==> config.mk <==
export PLATFORM = sky130hd
export DESIGN_NAME = nonceDispatch
export DESIGN_NICKNAME = d
export VERILOG_FILES = /design/src/minerPkg.sv /design/src/nonceDispatch.sv
export SDC_FILE = /design/constraint.sdc
export NUM_CORES = 1
export LEC_CHECK = 0
export BUFFER_PORTS_ARGS = -buffer_cell sky130_fd_sc_hd__buf_2
export CORE_MARGIN = 2
export CORE_UTILIZATION = 35
export CTS_CLUSTER_DIAMETER = 50
export DETAILED_ROUTE_END_ITERATION = 8
export RECOVER_POWER = 50
export SYNTH_ARGS = -nofsm -noshare
export SYNTH_HDL_FRONTEND = slang
export SYNTH_SLANG_ARGS = --single-unit
==> constraint.sdc <==
create_clock -name clock -period 7.3 [get_ports clock]
set_clock_uncertainty 0.2 [all_clocks]
set_input_delay 0.365 -clock clock [delete_from_list [all_inputs] [get_ports clock]]
set_output_delay 0.365 -clock clock [all_outputs]
set_load 0.02 [all_outputs]
==> src/minerPkg.sv <==
`default_nettype none

package minerPkg;

	localparam int HEADER_BITS = 640;
	localparam int HASH_BITS = 256;
	localparam int NONCE_BITS = 32;

	// index 0 is the constant for round 0
	localparam logic [0:63][31:0] ROUND_K = {
		256'h428a2f98_71374491_b5c0fbcf_e9b5dba5_3956c25b_59f111f1_923f82a4_ab1c5ed5,
		256'hd807aa98_12835b01_243185be_550c7dc3_72be5d74_80deb1fe_9bdc06a7_c19bf174,
		256'he49b69c1_efbe4786_0fc19dc6_240ca1cc_2de92c6f_4a7484aa_5cb0a9dc_76f988da,
		256'h983e5152_a831c66d_b00327c8_bf597fc7_c6e00bf3_d5a79147_06ca6351_14292967,
		256'h27b70a85_2e1b2138_4d2c6dfc_53380d13_650a7354_766a0abb_81c2c92e_92722c85,
		256'ha2bfe8a1_a81a664b_c24b8b70_c76c51a3_d192e819_d6990624_f40e3585_106aa070,
		256'h19a4c116_1e376c08_2748774c_34b0bcb5_391c0cb3_4ed8aa4a_5b9cca4f_682e6ff3,
		256'h748f82ee_78a5636f_84c87814_8cc70208_90befffa_a4506ceb_bef9a3f7_c67178f2
	};

	// H0 sits in the top word
	localparam logic [HASH_BITS-1:0] HASH_IV = {
		32'h6a09e667,
		32'hbb67ae85,
		32'h3c6ef372,
		32'ha54ff53a,
		32'h510e527f,
		32'h9b05688c,
		32'h1f83d9ab,
		32'h5be0cd19
	};

	typedef struct packed {
		logic [NONCE_BITS-1:0] nonce;
		logic [HASH_BITS-1:0] hash;
		logic hit;
	} minerResult_t;

endpackage

`default_nettype wire

==> src/nonceDispatch.sv <==
`timescale 1ns/10ps
`default_nettype none

module nonceDispatch #(
	parameter int NUM_CORES = 4
) (
	input  logic clock,
	input  logic rst,
	input  logic start,
	input  logic [minerPkg::NONCE_BITS-1:0] nonceFirst,
	input  logic [minerPkg::NONCE_BITS-1:0] nonceLast,
	input  logic stopSearch,
	input  logic [NUM_CORES-1:0] jobReady,
	output logic [NUM_CORES-1:0] jobValid,
	output logic [minerPkg::NONCE_BITS-1:0] jobNonce,
	output logic rangeDone
);

	logic active;
	logic issue;
	logic [NUM_CORES-1:0] lowestReady;

	// isolate the lowest set bit
	assign lowestReady = jobReady & (~jobReady + 1'b1);
	assign jobValid = (active && !stopSearch) ? lowestReady : '0;
	assign issue = |jobValid;

	always_ff @(posedge clock) begin
		if (rst) begin
			active <= 1'b0;
			rangeDone <= 1'b0;
		end else if (start) begin
			active <= 1'b1;
			rangeDone <= 1'b0;
		end else if (active && stopSearch) begin
			active <= 1'b0;
			rangeDone <= 1'b1;
		end else if (issue && jobNonce == nonceLast) begin
			active <= 1'b0;
			rangeDone <= 1'b1;
		end
	end

	always_ff @(posedge clock) begin
		if (start) begin
			jobNonce <= nonceFirst;
		end else if (issue) begin
			jobNonce <= jobNonce + 1'b1;
		end
	end

endmodule

`default_nettype wire

After elaboration in Yosys (flattened, before gate mapping)
Cells that the tools add are included.

Bits in registers: 34. Logic and storage cells: 25. Input bits: 72. Output and inout port bits: 37.

Add/sub/neg operators: 2. Muxes and demuxes: 8. Bitwise gates (word level): 2. Equality and inequality tests: 1. Reduce and logical (&&, ||, !) cells: 9.

Operators by type and width (number): $mux 32 (2); $add 32x1->32 const B (1); $eq 32x32->1 (1); $mux 1 (5); $add 4x1->4 const B (1); $and 4x4->4 (1); $mux 4 (1); $not 4->4 (1); $reduce_bool 2->1 (2); $reduce_or 4->1 (1); $logic_and 1x1->1 (3); $reduce_bool 3->1 (1); $reduce_or 2->1 (1); $logic_not 1->1 (1).

Longest topological paths before layout
Gate-level depths: netlist of run 1.

Word-level depth: 9. Mapped depth: 7. Mapped depth without buffers: 6.

Least setup slack after synthesis of run 1
No wires, ideal clock.

Kind: input to register. Start point: input stopSearch. End point: register jobNonce[0] (netlist bit), enable pin. Setup slack: 3.733 ns. Setup time: 0.466 ns. Required time: 6.634 ns. Stages on the path: 2. Path buffers: 0. Data arrival time: 2.901 ns. Cells stage by stage: nand2b_1 o21ai_0.

Word-level cells in the longest chain between the ends: 5.

Ends and longest elaborated chain: from (decl) (RTL line nonceDispatch.sv:12) `input logic stopSearch,`; $logic_not 1->1 (RTL line nonceDispatch.sv:25) `assign jobValid = (active && !stopSearch) ? lowestReady : '0;`; $logic_and 1x1->1 (RTL line nonceDispatch.sv:25); $mux 4 (RTL line nonceDispatch.sv:25); $reduce_or 4->1 (RTL line nonceDispatch.sv:26) `assign issue = |jobValid;`; $reduce_bool 2->1 (no line); to (signal assigned) (RTL line nonceDispatch.sv:46) `jobNonce <= nonceFirst;`; to (signal assigned) (RTL line nonceDispatch.sv:48) `jobNonce <= jobNonce + 1'b1;`; to (decl) (RTL line nonceDispatch.sv:15) `output logic [minerPkg::NONCE_BITS-1:0] jobNonce,`.

Every way passes these cells. A chain may end at the register's enable or synchronous reset.

Final worst setup path of run 1
Start point: input start. End point: register jobNonce[20] (netlist bit), enable pin.

Word-level cells in the longest chain between the ends: 1.

Ends and longest elaborated chain: from (decl) (RTL line nonceDispatch.sv:9) `input logic start,`; $reduce_bool 2->1 (no line).

Every way passes these cells.

==> results.rst, run 1 <==
.. list-table::
   :header-rows: 1

   * - Metric
     - Value
   * - Critical path type
     - primary input to flip-flop
   * - CP max FO
     - 67
   * - Layout cells sized above 1
     - 23.7%
   * - DP Worst Slack
     - 4.91 ns
   * - Clock tree sinks
     - 34
   * - Slew at the pin closest to its max-slew limit
     - 2.42 ns
   * - Number of rows created at floorplan
     - 30
   * - Total nets after synthesis
     - 332
   * - Worst max-slew margin expressed relative to the limit
     - -61.4%
   * - Placed Instance Area
     - 3010 um2
   * - Netlist cell types
     - 40
   * - Antenna violations before repair
     - 0
   * - RSZ-0062 raised after global routing
     - false
   * - Average instance area after synthesis
     - 9.37 um2
   * - Net switching power
     - 0.176 mW
   * - Post-CTS sizing
     - 0
   * - Ratio of final minimum period to clock period
     - 43.0%
   * - Die Y
     - 87.3 um
   * - Fraction of power spent switching nets
     - 30.7%
   * - Vias post-DR
     - 2,287
   * - VDD IR max
     - 0.0000764 V
   * - Depth of the CTS H-tree
     - 2
   * - Nets
     - 435
   * - Count of pins over their slew limit
     - 68
   * - CTS tree
     - done
   * - Yosys reg bits
     - 34
   * - Share of total power in sequential cells
     - 47.1%
   * - Residual overflow from global routing
     - 0
   * - Total core area
     - 6760 um2
   * - Post-Syn Area
     - 2430 um2
   * - Number of synthesis warnings
     - 0
   * - Number of remaining DRC errors
     - 0
   * - # setup viols final
     - 0
   * - Synthesized netlist cell count
     - 259
   * - Power share of the clock group
     - 30.3%
   * - Horizontal extent of the die
     - 87.3 um
   * - Inserted Clock Buffers
     - 5
   * - Wire length after detailed routing
     - 6.94 mm
   * - Internal Power
     - 0.397 mW
   * - Kind of path behind the tightest hold check
     - primary input to flip-flop
   * - Number of vias per cell after detailed routing
     - 5.16
   * - P_leak
     - 1.08 nW
   * - ANT cells
     - 0
   * - Sequential-to-total area share from yosys stat
     - 41.3%
   * - Residual antenna-violating net count after detailed routing
     - 0
   * - Final number of hold-violating endpoints
     - 0
   * - First-pass iteration count of the detailed router
     - 5
   * - Routed length per instance
     - 15.7 um
   * - Total power
     - 0.572 mW
   * - Total of max-cap violations
     - 1
   * - Clock-pin slew reported for the worst setup and hold paths after clock tree synthesis
     - 0.07 ns
   * - Worst EP required
     - 7.04 ns
   * - Die area
     - 7610 um2
   * - Post-route cell area
     - 3070 um2
   * - Data arrival time of the critical path
     - 2.88 ns
   * - Result of the run
     - finished, violations left
   * - Number of hold-repair buffers added at the cts stage
     - 0
   * - Vias in the first global route
     - 2,071
   * - Signed area change from the synthesized netlist to the final layout
     - 26.6%
   * - Number of buffers inserted to repair setup after CTS
     - 0
   * - Violations in the final reports
     - max-capacitance violations, max-slew violations
   * - Number of cells after detailed placement
     - 435
   * - Type of origin of the critical path
     - primary input
   * - Clk Tree Root Cell
     - sky130_fd_sc_hd__clkbuf_8
   * - Maximum clock frequency
     - 319 MHz
   * - Proportion of power drawn by combinational gates
     - 22.6%
   * - Non-filler cells in the finished layout
     - 443
   * - GRT Overall Usage
     - 18.3%
   * - Iteration-0 DRC Markers
     - 94
   * - Setup total negative slack
     - 0 ns
   * - Final critical delay including setup and external delays
     - 3.14 ns
   * - Clock latency of the later-clocked register in the worst-skew pair
     - 0.29 ns
   * - CTS Buffer Depth
     - 2
   * - Number of port buffers
     - 108
   * - Areal power density over the cells
     - 186 nW/um2
   * - Initial core utilization
     - 35.9%
   * - Wire length of the first global-routing pass
     - 10.5 mm
   * - Top-level port count
     - 109
   * - CP Capture Type
     - flip-flop
   * - Final worst slack
     - 4.16 ns
   * - Total half-perimeter wirelength after legalization and detailed placement
     - 5.29 mm
   * - Maximum number of pins on one net before global-route repair
     - 68
   * - Placer's final routability congestion estimate
     - 0.779
layer usage:
metal	global-route usage [%]	share of wire, %	up-vias
met2	29.6	47	90
met3	4.64	6.7	10
met5	0	0	-
li1	-	-	1127
met1	24.2	45	1060
met4	5.17	1.5	0
final cells by class:
| type | instances | area, um2 |
|---|---|---|
| clock buffers | 7 | 76.3 |
| multi-input cells | 204 | 1330 |
| well taps | 80 | 100 |
| clock inverters | 1 | 30.0 |
| inverters | 8 | 30.0 |
| repair buffers | 109 | 500 |
| fillers | 697 | 3680 |
| flip-flops and latches | 34 | 1000 |
placed cells by master, fill, tap and decap left out, drive strengths merged, types with 4 or more instances in the layout:
cell type,Yosys,layout
nand4,14,14
inv,8,8
nand2,38,38
nor2,6,6
clkbuf,8,45
buf,5,71
nor3,9,9
xor2,9,9
o21ai,31,31
and4,4,4
xnor2,52,52
nand3,11,11
nor4,11,11
edfxtp,32,32
critical path, stage by stage:
cell                       delay (ns)
sky130_fd_sc_hd__clkbuf_1        1.68
sky130_fd_sc_hd__inv_1           0.24
sky130_fd_sc_hd__o21ai_2         0.13
sky130_fd_sc_hd__buf_4           0.40
registers in the layout (all words and copies together) (netlist names):
register   cells
jobNonce      32
rangeDone      1
active         1
cell families after synthesis:
kind of cell | count (synthesis) | share of synthesized area (%)
AND/OR/NAND/NOR | 104 | 23.7
XOR/XNOR | 61 | 22.0
AO/OA/AOI/OAI | 37 | 8.15
flip-flops | 34 | 41.3
buffers and inverters | 21 | 3.92
multiplexers | 1 | 0.464
adder cells (fa/ha/maj) | 1 | 0.516
metrics by stage:
step	hold WS [ns]	util, %
3_5_place_dp	0.342	44.6
4_1_cts	0.0445	46.2
2_1_floorplan	0.238	-
3_3_place_gp	0.331	44.6
6_report	0.0432	45.5
5_1_grt	0.0480	45.5
final timing paths:
check               from      endpoint  slack, ns  depth (start not counted)
max                start  jobNonce[20]       4.16                          4
min                  rst     rangeDone       0.04                          2
max reg2reg  jobNonce[0]  jobNonce[14]       4.94                          6
min reg2reg    rangeDone     rangeDone       0.34                          2
synthesized netlist by cell type (all sizes together):
master | count | area share (%)
nand3 | 11 | 3.0
nor3b | 1 | 0.31
nand2b | 2 | 0.52
edfxtp | 32 | 40
o21ai | 31 | 6.4
a211o | 1 | 0.36
a22o | 1 | 0.36
nor4b | 1 | 0.36
buf | 5 | 1.4
nor2 | 6 | 0.93
ha | 1 | 0.52
and4 | 4 | 1.5
inv | 8 | 1.2
nand4 | 14 | 3.9
or2 | 1 | 0.26
nor2b | 1 | 0.26
a21oi | 2 | 0.41
clkbuf | 8 | 1.3
or4 | 1 | 0.31
mux2 | 1 | 0.46
xnor2 | 52 | 19
nor4 | 11 | 3.4
or3 | 2 | 0.72
nor3 | 9 | 1.9
xor2 | 9 | 3.2
a211oi | 1 | 0.31
and3 | 2 | 0.52
dfxtp | 2 | 1.7
nand2 | 38 | 5.9
o21a | 1 | 0.31
power by group through the flow:
| stage | clock [mW] | sequential [mW] | combinational (mW) |
|---|---|---|---|
| after floorplan | 0 | 0.286 | 0.0630 |
| after global placement | 0 | 0.272 | 0.134 |
| after detailed placement | 0 | 0.273 | 0.135 |
| after CTS | 0.175 | 0.269 | 0.135 |
| after global routing | 0.183 | 0.273 | 0.143 |
| final | 0.174 | 0.269 | 0.129 |
Note: power is estimated with default switching activity, not from simulation.
==> run 2, diff against run 1 <==
clock period = 2.9 ns   (was 7.3 ns; I/O delays follow)
==> run 2 against run 1 <==
  * Clock power grew 84%
  * Via count up 4.9%
  * Critical path depth grew 2
  * Cell area grew 9.4%
  * Register-to-register slack got worse by 4.3 ns
  * Sequential share of layout area shrank 2.8 points
  * Cell count rose by 7.0%
  * The flow finishes with violations (negative hold slack)
  * Critical endpoint is now jobNonce[14]
  * Sequential cell count did not move
  * Core utilization grew 4.3 points
  * Largest power group unchanged
  * Hold slack got worse by 0.052 ns
  * Sequential power grew to 2.5 times the previous value
==> results.rst, run 2 (synthesis gave the netlist of run 1 again) <==
.. list-table::
   :header-rows: 1

   * - Metric
     - Value
   * - Top-level port count
     - 109 (unchanged)
   * - CP Cell Sequence
     - ha_1 -> and3_1 -> nand3_4 -> or4_1 -> xor2_1 -> o21ai_1
   * - Final number of hold-violating endpoints
     - 1 (+1)
   * - Violations in the final reports
     - negative hold slack
   * - Number of vias per cell after detailed routing
     - 5.06 (-2.0%)
   * - Crit Reg-Reg Startpoint
     - jobNonce[0]
   * - Count of pins over their slew limit
     - 0 (-100%)
   * - Number of remaining DRC errors
     - 0 (unchanged)
   * - Vias in the first global route
     - 2,229 (+7.6%)
   * - Total core area
     - 6760 um2 (unchanged)
   * - Slew at the pin closest to its max-slew limit
     - 0.781 ns (-1.64 ns)
   * - Routed length per instance
     - 15.5 um (-0.95%)
   * - Clock tree sinks
     - 34 (unchanged)
   * - Layout cells sized above 1
     - 22.6% (-1.1 points)
   * - Residual overflow from global routing
     - 0 (unchanged)
   * - Result of the run
     - finished, violations left
   * - Post-route worst hold slack
     - -0.00906 ns (-0.0522 ns)
   * - Horizontal extent of the die
     - 87.3 um (unchanged)
   * - Largest register by flop count
     - jobNonce
   * - CP max FO
     - 9 (-87%)
   * - Total half-perimeter wirelength after legalization and detailed placement
     - 5.47 mm (+3.4%)
   * - Reg2reg end
     - jobNonce[14]
   * - Cell with the largest stage delay on the worst path
     - sky130_fd_sc_hd__edfxtp_1
   * - CTS tree
     - done
   * - Clock latency of the later-clocked register in the worst-skew pair
     - 0.29 ns (about the same)
   * - Filler cell count in the final layout
     - 708 (+1.6%)
   * - Signed area change from the synthesized netlist to the final layout
     - 38.5%
   * - Data arrival time of the critical path
     - 2.13 ns (-0.75 ns)
   * - VDD IR max
     - 0.000214 V (+180%)
   * - P_leak
     - 1.22 nW (+12%)
   * - Type of origin of the critical path
     - flip-flop
   * - Total of max-cap violations
     - 0 (-1)
   * - Setup total negative slack
     - 0 ns (unchanged)
   * - ANT cells
     - 0 (unchanged)
   * - Total area of sequential cells
     - 1000 um2 (unchanged)
   * - # setup viols final
     - 0 (unchanged)
   * - Most common cell after layout, fill and taps aside
     - sky130_fd_sc_hd__buf_2
   * - Vias post-DR
     - 2,398 (+4.9%)
   * - Path depth of the worst reg2reg path
     - 6 (unchanged)
   * - Worst EP required
     - 2.73 ns (-4.31 ns)
   * - RSZ-0062 raised after global routing
     - false
   * - Antenna violations before repair
     - 0 (unchanged)
   * - Wire length of the first global-routing pass
     - 11.0 mm (+5.3%)
   * - Critical path's largest stage delay
     - 0.45 ns (-1.23 ns)
   * - Maximum clock frequency
     - 434 MHz
   * - Critical path type
     - flip-flop to flip-flop
   * - Clock-pin slew reported for the worst setup and hold paths after clock tree synthesis
     - 0.07 ns (about the same)
   * - Number of rows created at floorplan
     - 30 (unchanged)
   * - Post-route cell area
     - 3360 um2 (+9.4%)
   * - Instance count along the most critical hold path
     - 3 (+1)
   * - Die Y
     - 87.3 um (unchanged)
   * - Maximum number of pins on one net before global-route repair
     - 47 (-31%)
   * - Flip-flop count of the largest register, all copies and words added
     - 32 (unchanged)
   * - Commonest non-fill, non-tap cells in the layout
     - 74 x sky130_fd_sc_hd__buf_2, 52 x sky130_fd_sc_hd__xnor2_1, 38 x sky130_fd_sc_hd__nand2_1, 35 x sky130_fd_sc_hd__clkbuf_1, 32 x sky130_fd_sc_hd__edfxtp_1
   * - Total power
     - 1.36 mW (+140%)
   * - Die area
     - 7610 um2 (unchanged)
   * - CTS Buffer Depth
     - 2 (unchanged)
   * - Areal power density over the cells
     - 405 nW/um2 (+120%)
   * - Post-CTS sizing
     - 0 (unchanged)
   * - Initial core utilization
     - 35.9% (unchanged)
   * - Reg-to-reg slack, setup
     - 0.59 ns (-4.35 ns)
   * - Placed Instance Area
     - 3030 um2 (+0.50%)
   * - GRT Overall Usage
     - 19.0% (+0.75 points)
   * - Regs by FF count
     - jobNonce (32), active (1), rangeDone (1)
   * - Number of buffers inserted to repair setup after CTS
     - 0 (unchanged)
   * - Ratio of final minimum period to clock period
     - 79.5%
   * - Placer's final routability congestion estimate
     - 0.860 (+10%)
   * - Inserted Clock Buffers
     - 5 (unchanged)
   * - Clk Tree Root Cell
     - sky130_fd_sc_hd__clkbuf_8
   * - Depth of the CTS H-tree
     - 2 (unchanged)
   * - Area of the multi-input gates
     - 1330 um2 (-0.28%)
   * - Kind of path behind the tightest hold check
     - primary input to flip-flop
   * - Iteration-0 DRC Markers
     - 102 (+8.5%)
   * - Number of port buffers
     - 108 (unchanged)
   * - End point of the critical path
     - jobNonce[14]
   * - Worst max-slew margin expressed relative to the limit
     - 47.9% (+110 points)
   * - Residual antenna-violating net count after detailed routing
     - 0 (unchanged)
   * - Beginning of the critical path
     - jobNonce[0]
   * - Nets
     - 468 (+7.6%)
   * - Wire length after detailed routing
     - 7.35 mm (+6.0%)
   * - First-pass iteration count of the detailed router
     - 4 (-1)
   * - Final critical delay including setup and external delays
     - 2.31 ns
   * - CP Capture Type
     - flip-flop
[run 2: layout make-up]
type                            instances  share of cell area [%]
Multi-Input combinational cell        204                    39.6
Sequential cell                        34                    29.8
Timing Repair Buffer                  142                    24.6
Tap cell                               80                    2.98
Clock buffer                            5                    2.05
Inverter                                8                   0.894
Clock inverter                          1                   0.112
[run 2: worst max-delay path: cells and delay by family (launching register included)]
family | cells | cell delay [ns]
compound gates | 1 | 0.07
fa+ha+maj | 1 | 0.21
xor+xnor | 1 | 0.15
simple gates | 3 | 0.95
flops | 1 | 0.45
[run 2: report_power, final]
group	internal (mW)	switching [mW]	leakage, nW
Combinational	0.170	0.191	0.841
Sequential	0.597	0.0803	0.338
Clock	0.156	0.164	0.0375
[run 2: per-stage QoR]
stage	std cells	setup WS (ns)	util, %
2_1_floorplan	259	0.335	-
3_3_place_gp	437	0.708	44.8
3_5_place_dp	437	0.597	44.8
4_1_cts	474	0.590	50.5
5_1_grt	474	0.470	49.7
6_report	474	0.595	49.7
[run 2: routing by layer]
metal  global-route usage, %  wire, um
met5                       0         0
met4                    4.06        64
met1                    23.5      3150
met3                    4.45       456
met2                    33.7      3680
[run 2: worst min-delay path by stage]
stage / start / to / slack (ns)
global placement: rst / rangeDone / 0.12
global route: nonceFirst[0] / jobNonce[0] / 0.05
floorplan: rst / rangeDone / 0.02
CTS: nonceFirst[0] / jobNonce[0] / 0.002
finish: nonceFirst[0] / jobNonce[0] / -0.009
detailed placement: rst / rangeDone / 0.13
[run 2: repair_timing]
| item | CTS | global route |
|---|---|---|
| endpoints found under the setup margin | 0 | 0 |
| hold buffers | 31 | 0 |
| hold endpoints to repair | 32 | 0 |
==> run 3, diff against run 2 <==
clock period = 2.1 ns   (was 2.9 ns; I/O delays follow)
==> run 3 against run 2 <==
  * The run now ends clean
  * Critical path depth stayed put
  * Sequential cell count stayed put
  * Core utilization is 3.9 points higher
  * Critical endpoint unchanged
  * Routed wire length is 2.1% higher
  * Register-to-register slack worse by 0.55 ns
==> results.rst, run 3 (synthesis gave the netlist of run 1 again) <==
.. list-table::
   :header-rows: 1

   * - Metric
     - Value
   * - Placer's final routability congestion estimate
     - 0.833 (-3.2%)
   * - Clock tree sinks
     - 34 (unchanged)
   * - First-pass iteration count of the detailed router
     - 4 (unchanged)
   * - Signed area change from the synthesized netlist to the final layout
     - 49.5%
   * - Routed length per instance
     - 14.9 um (-3.8%)
   * - Vias in the first global route
     - 2,365 (+6.1%)
   * - Slew at the pin closest to its max-slew limit
     - 0.527 ns (-0.254 ns)
   * - # setup viols final
     - 0 (unchanged)
   * - Ratio of final minimum period to clock period
     - 97.8% (+18 points)
   * - Largest register by flop count
     - jobNonce
   * - Most common cell after layout, fill and taps aside
     - sky130_fd_sc_hd__buf_2
   * - Number of port buffers
     - 108 (unchanged)
   * - Reg-to-reg slack, setup
     - 0.05 ns (-0.55 ns)
   * - Final critical delay including setup and external delays
     - 2.05 ns (-0.252 ns)
   * - Total core area
     - 6760 um2 (unchanged)
   * - Worst max-slew margin expressed relative to the limit
     - 64.8% (+17 points)
   * - Crit Reg-Reg Startpoint
     - jobNonce[0]
   * - Path depth of the worst reg2reg path
     - 6 (unchanged)
   * - Type of origin of the critical path
     - flip-flop
   * - Maximum number of pins on one net before global-route repair
     - 38 (-19%)
   * - Antenna violations before repair
     - 0 (unchanged)
   * - Inserted Clock Buffers
     - 5 (unchanged)
   * - Layout cells sized above 1
     - 31.9% (+9.3 points)
   * - Total half-perimeter wirelength after legalization and detailed placement
     - 5.58 mm (+1.9%)
   * - Die area
     - 7610 um2 (unchanged)
   * - Nets
     - 496 (+6.0%)
   * - Clock latency of the later-clocked register in the worst-skew pair
     - 0.29 ns (about the same)
   * - GRT Overall Usage
     - 19.0% (-0.034 points)
   * - Iteration-0 DRC Markers
     - 135 (+32%)
   * - CTS Buffer Depth
     - 2 (unchanged)
   * - Instance count along the most critical hold path
     - 3 (unchanged)
   * - P_leak
     - 1.36 nW (+12%)
   * - Final number of hold-violating endpoints
     - 0 (-1)
   * - Kind of path behind the tightest hold check
     - primary input to flip-flop
   * - Total of max-cap violations
     - 0 (unchanged)
   * - Vias post-DR
     - 2,511 (+4.7%)
   * - Count of pins over their slew limit
     - 0 (unchanged)
   * - Initial core utilization
     - 35.9% (unchanged)
   * - Critical path type
     - flip-flop to flip-flop
   * - Post-route worst hold slack
     - 0.0406 ns (+0.0497 ns)
   * - Reg2reg end
     - jobNonce[14]
   * - Result of the run
     - complete, no violations
   * - CP max FO
     - 5 (-4)
   * - Clk Tree Root Cell
     - sky130_fd_sc_hd__clkbuf_8
   * - Worst EP required
     - 1.93 ns (-0.80 ns)
   * - VDD IR max
     - 0.000277 V (+30%)
   * - Depth of the CTS H-tree
     - 2 (unchanged)
   * - Maximum clock frequency
     - 487 MHz (+12%)
   * - Wire length after detailed routing
     - 7.51 mm (+2.1%)
   * - Wire length of the first global-routing pass
     - 11.0 mm (unchanged)
   * - Final worst slack
     - 0.0465 ns (-0.548 ns)
   * - Beginning of the critical path
     - jobNonce[0]
   * - Number of buffers inserted to repair setup after CTS
     - 0 (unchanged)
   * - RSZ-0062 raised after global routing
     - true
   * - Clock-pin slew reported for the worst setup and hold paths after clock tree synthesis
     - 0.07 ns (about the same)
   * - CTS tree
     - done
   * - Commonest non-fill, non-tap cells in the layout
     - 97 x sky130_fd_sc_hd__buf_2, 52 x sky130_fd_sc_hd__xnor2_1, 38 x sky130_fd_sc_hd__nand2_1, 33 x sky130_fd_sc_hd__dlygate4sd3_1, 32 x sky130_fd_sc_hd__edfxtp_1
   * - CP Capture Type
     - flip-flop
   * - Top-level port count
     - 109 (unchanged)
   * - End point of the critical path
     - jobNonce[14]
   * - Horizontal extent of the die
     - 87.3 um (unchanged)
   * - Data arrival time of the critical path
     - 1.88 ns (-0.25 ns)
   * - Number of remaining DRC errors
     - 0 (unchanged)
   * - Regs by FF count
     - jobNonce (32), active (1), rangeDone (1)
   * - Number of vias per cell after detailed routing
     - 4.99 (-1.3%)
   * - Number of rows created at floorplan
     - 30 (unchanged)
   * - Hold Startpoint
     - nonceFirst[31]
   * - Areal power density over the cells
     - 542 nW/um2 (+34%)
   * - Residual antenna-violating net count after detailed routing
     - 0 (unchanged)
   * - Die Y
     - 87.3 um (unchanged)
   * - Flip-flop count of the largest register, all copies and words added
     - 32 (unchanged)
   * - Residual overflow from global routing
     - 0 (unchanged)
   * - ANT cells
     - 0 (unchanged)
   * - DP Worst Slack
     - 0.0280 ns (-0.569 ns)
   * - Setup total negative slack
     - 0 ns (unchanged)
[run 3: how the worst min path moves through the flow]
| stage | endpoint | slack, ns |
|---|---|---|
| 4_1_cts | jobNonce[31] | 0.03 |
| 6_report | jobNonce[31] | 0.04 |
| 2_1_floorplan | rangeDone | -0.02 |
| 3_5_place_dp | rangeDone | 0.09 |
| 5_1_grt | jobNonce[31] | 0.04 |
| 3_3_place_gp | rangeDone | 0.09 |
[run 3: power breakdown]
part / leakage, nW / internal, mW / total (mW) / switching [mW]
clock: 0.0438 / 0.223 / 0.466 / 0.244
combinational: 0.982 / 0.283 / 0.615 / 0.333
sequential: 0.338 / 0.822 / 0.882 / 0.0603
total: 1.36 / 1.33 / 1.96 / 0.637
[run 3: worst max-delay path, cell delays in order (launching register included)]
cell and delay [ns]:
sky130_fd_sc_hd__edfxtp_1 0.38, sky130_fd_sc_hd__ha_2 0.20, sky130_fd_sc_hd__and3_4 0.23, sky130_fd_sc_hd__nand3_4 0.13, sky130_fd_sc_hd__or4_4 0.45, sky130_fd_sc_hd__xor2_1 0.14, sky130_fd_sc_hd__o21ai_1 0.07
[run 3: cell type report]
type,instances,area (um2)
Fill cell,679,3130
Multi-Input combinational cell,205,1400
Timing Repair Buffer,169,1020
Sequential cell,34,1000
Tap cell,80,100
Clock buffer,5,68.8
Inverter,8,30.0
Clock inverter,2,10.0
[run 3: stage by stage]
stage	power, mW	utilization [%]	instances	cell area (um2)
2_1_floorplan	1.22	-	259	2440
3_3_place_gp	1.48	47.9	462	3240
3_5_place_dp	1.49	47.9	462	3240
4_1_cts	2.00	54.0	502	3650
5_1_grt	2.06	53.7	503	3630
6_report	1.96	53.7	503	3630
[run 3: what timing repair did]
action,4_1_cts,5_1_grt
setup endpoints to repair,0,11
endpoints found under the hold margin,33,0
hold buffers,33,0
gates resized for setup,0,9
[run 3: routing by layer]
layer	global-route usage, %	vias to the layer above	share of wire, %
met5	0	-	0
met4	5.03	0	1.7
met3	3.13	11	5.0
met2	33.1	79	48
met1	24.3	1166	46
li1	-	1255	-
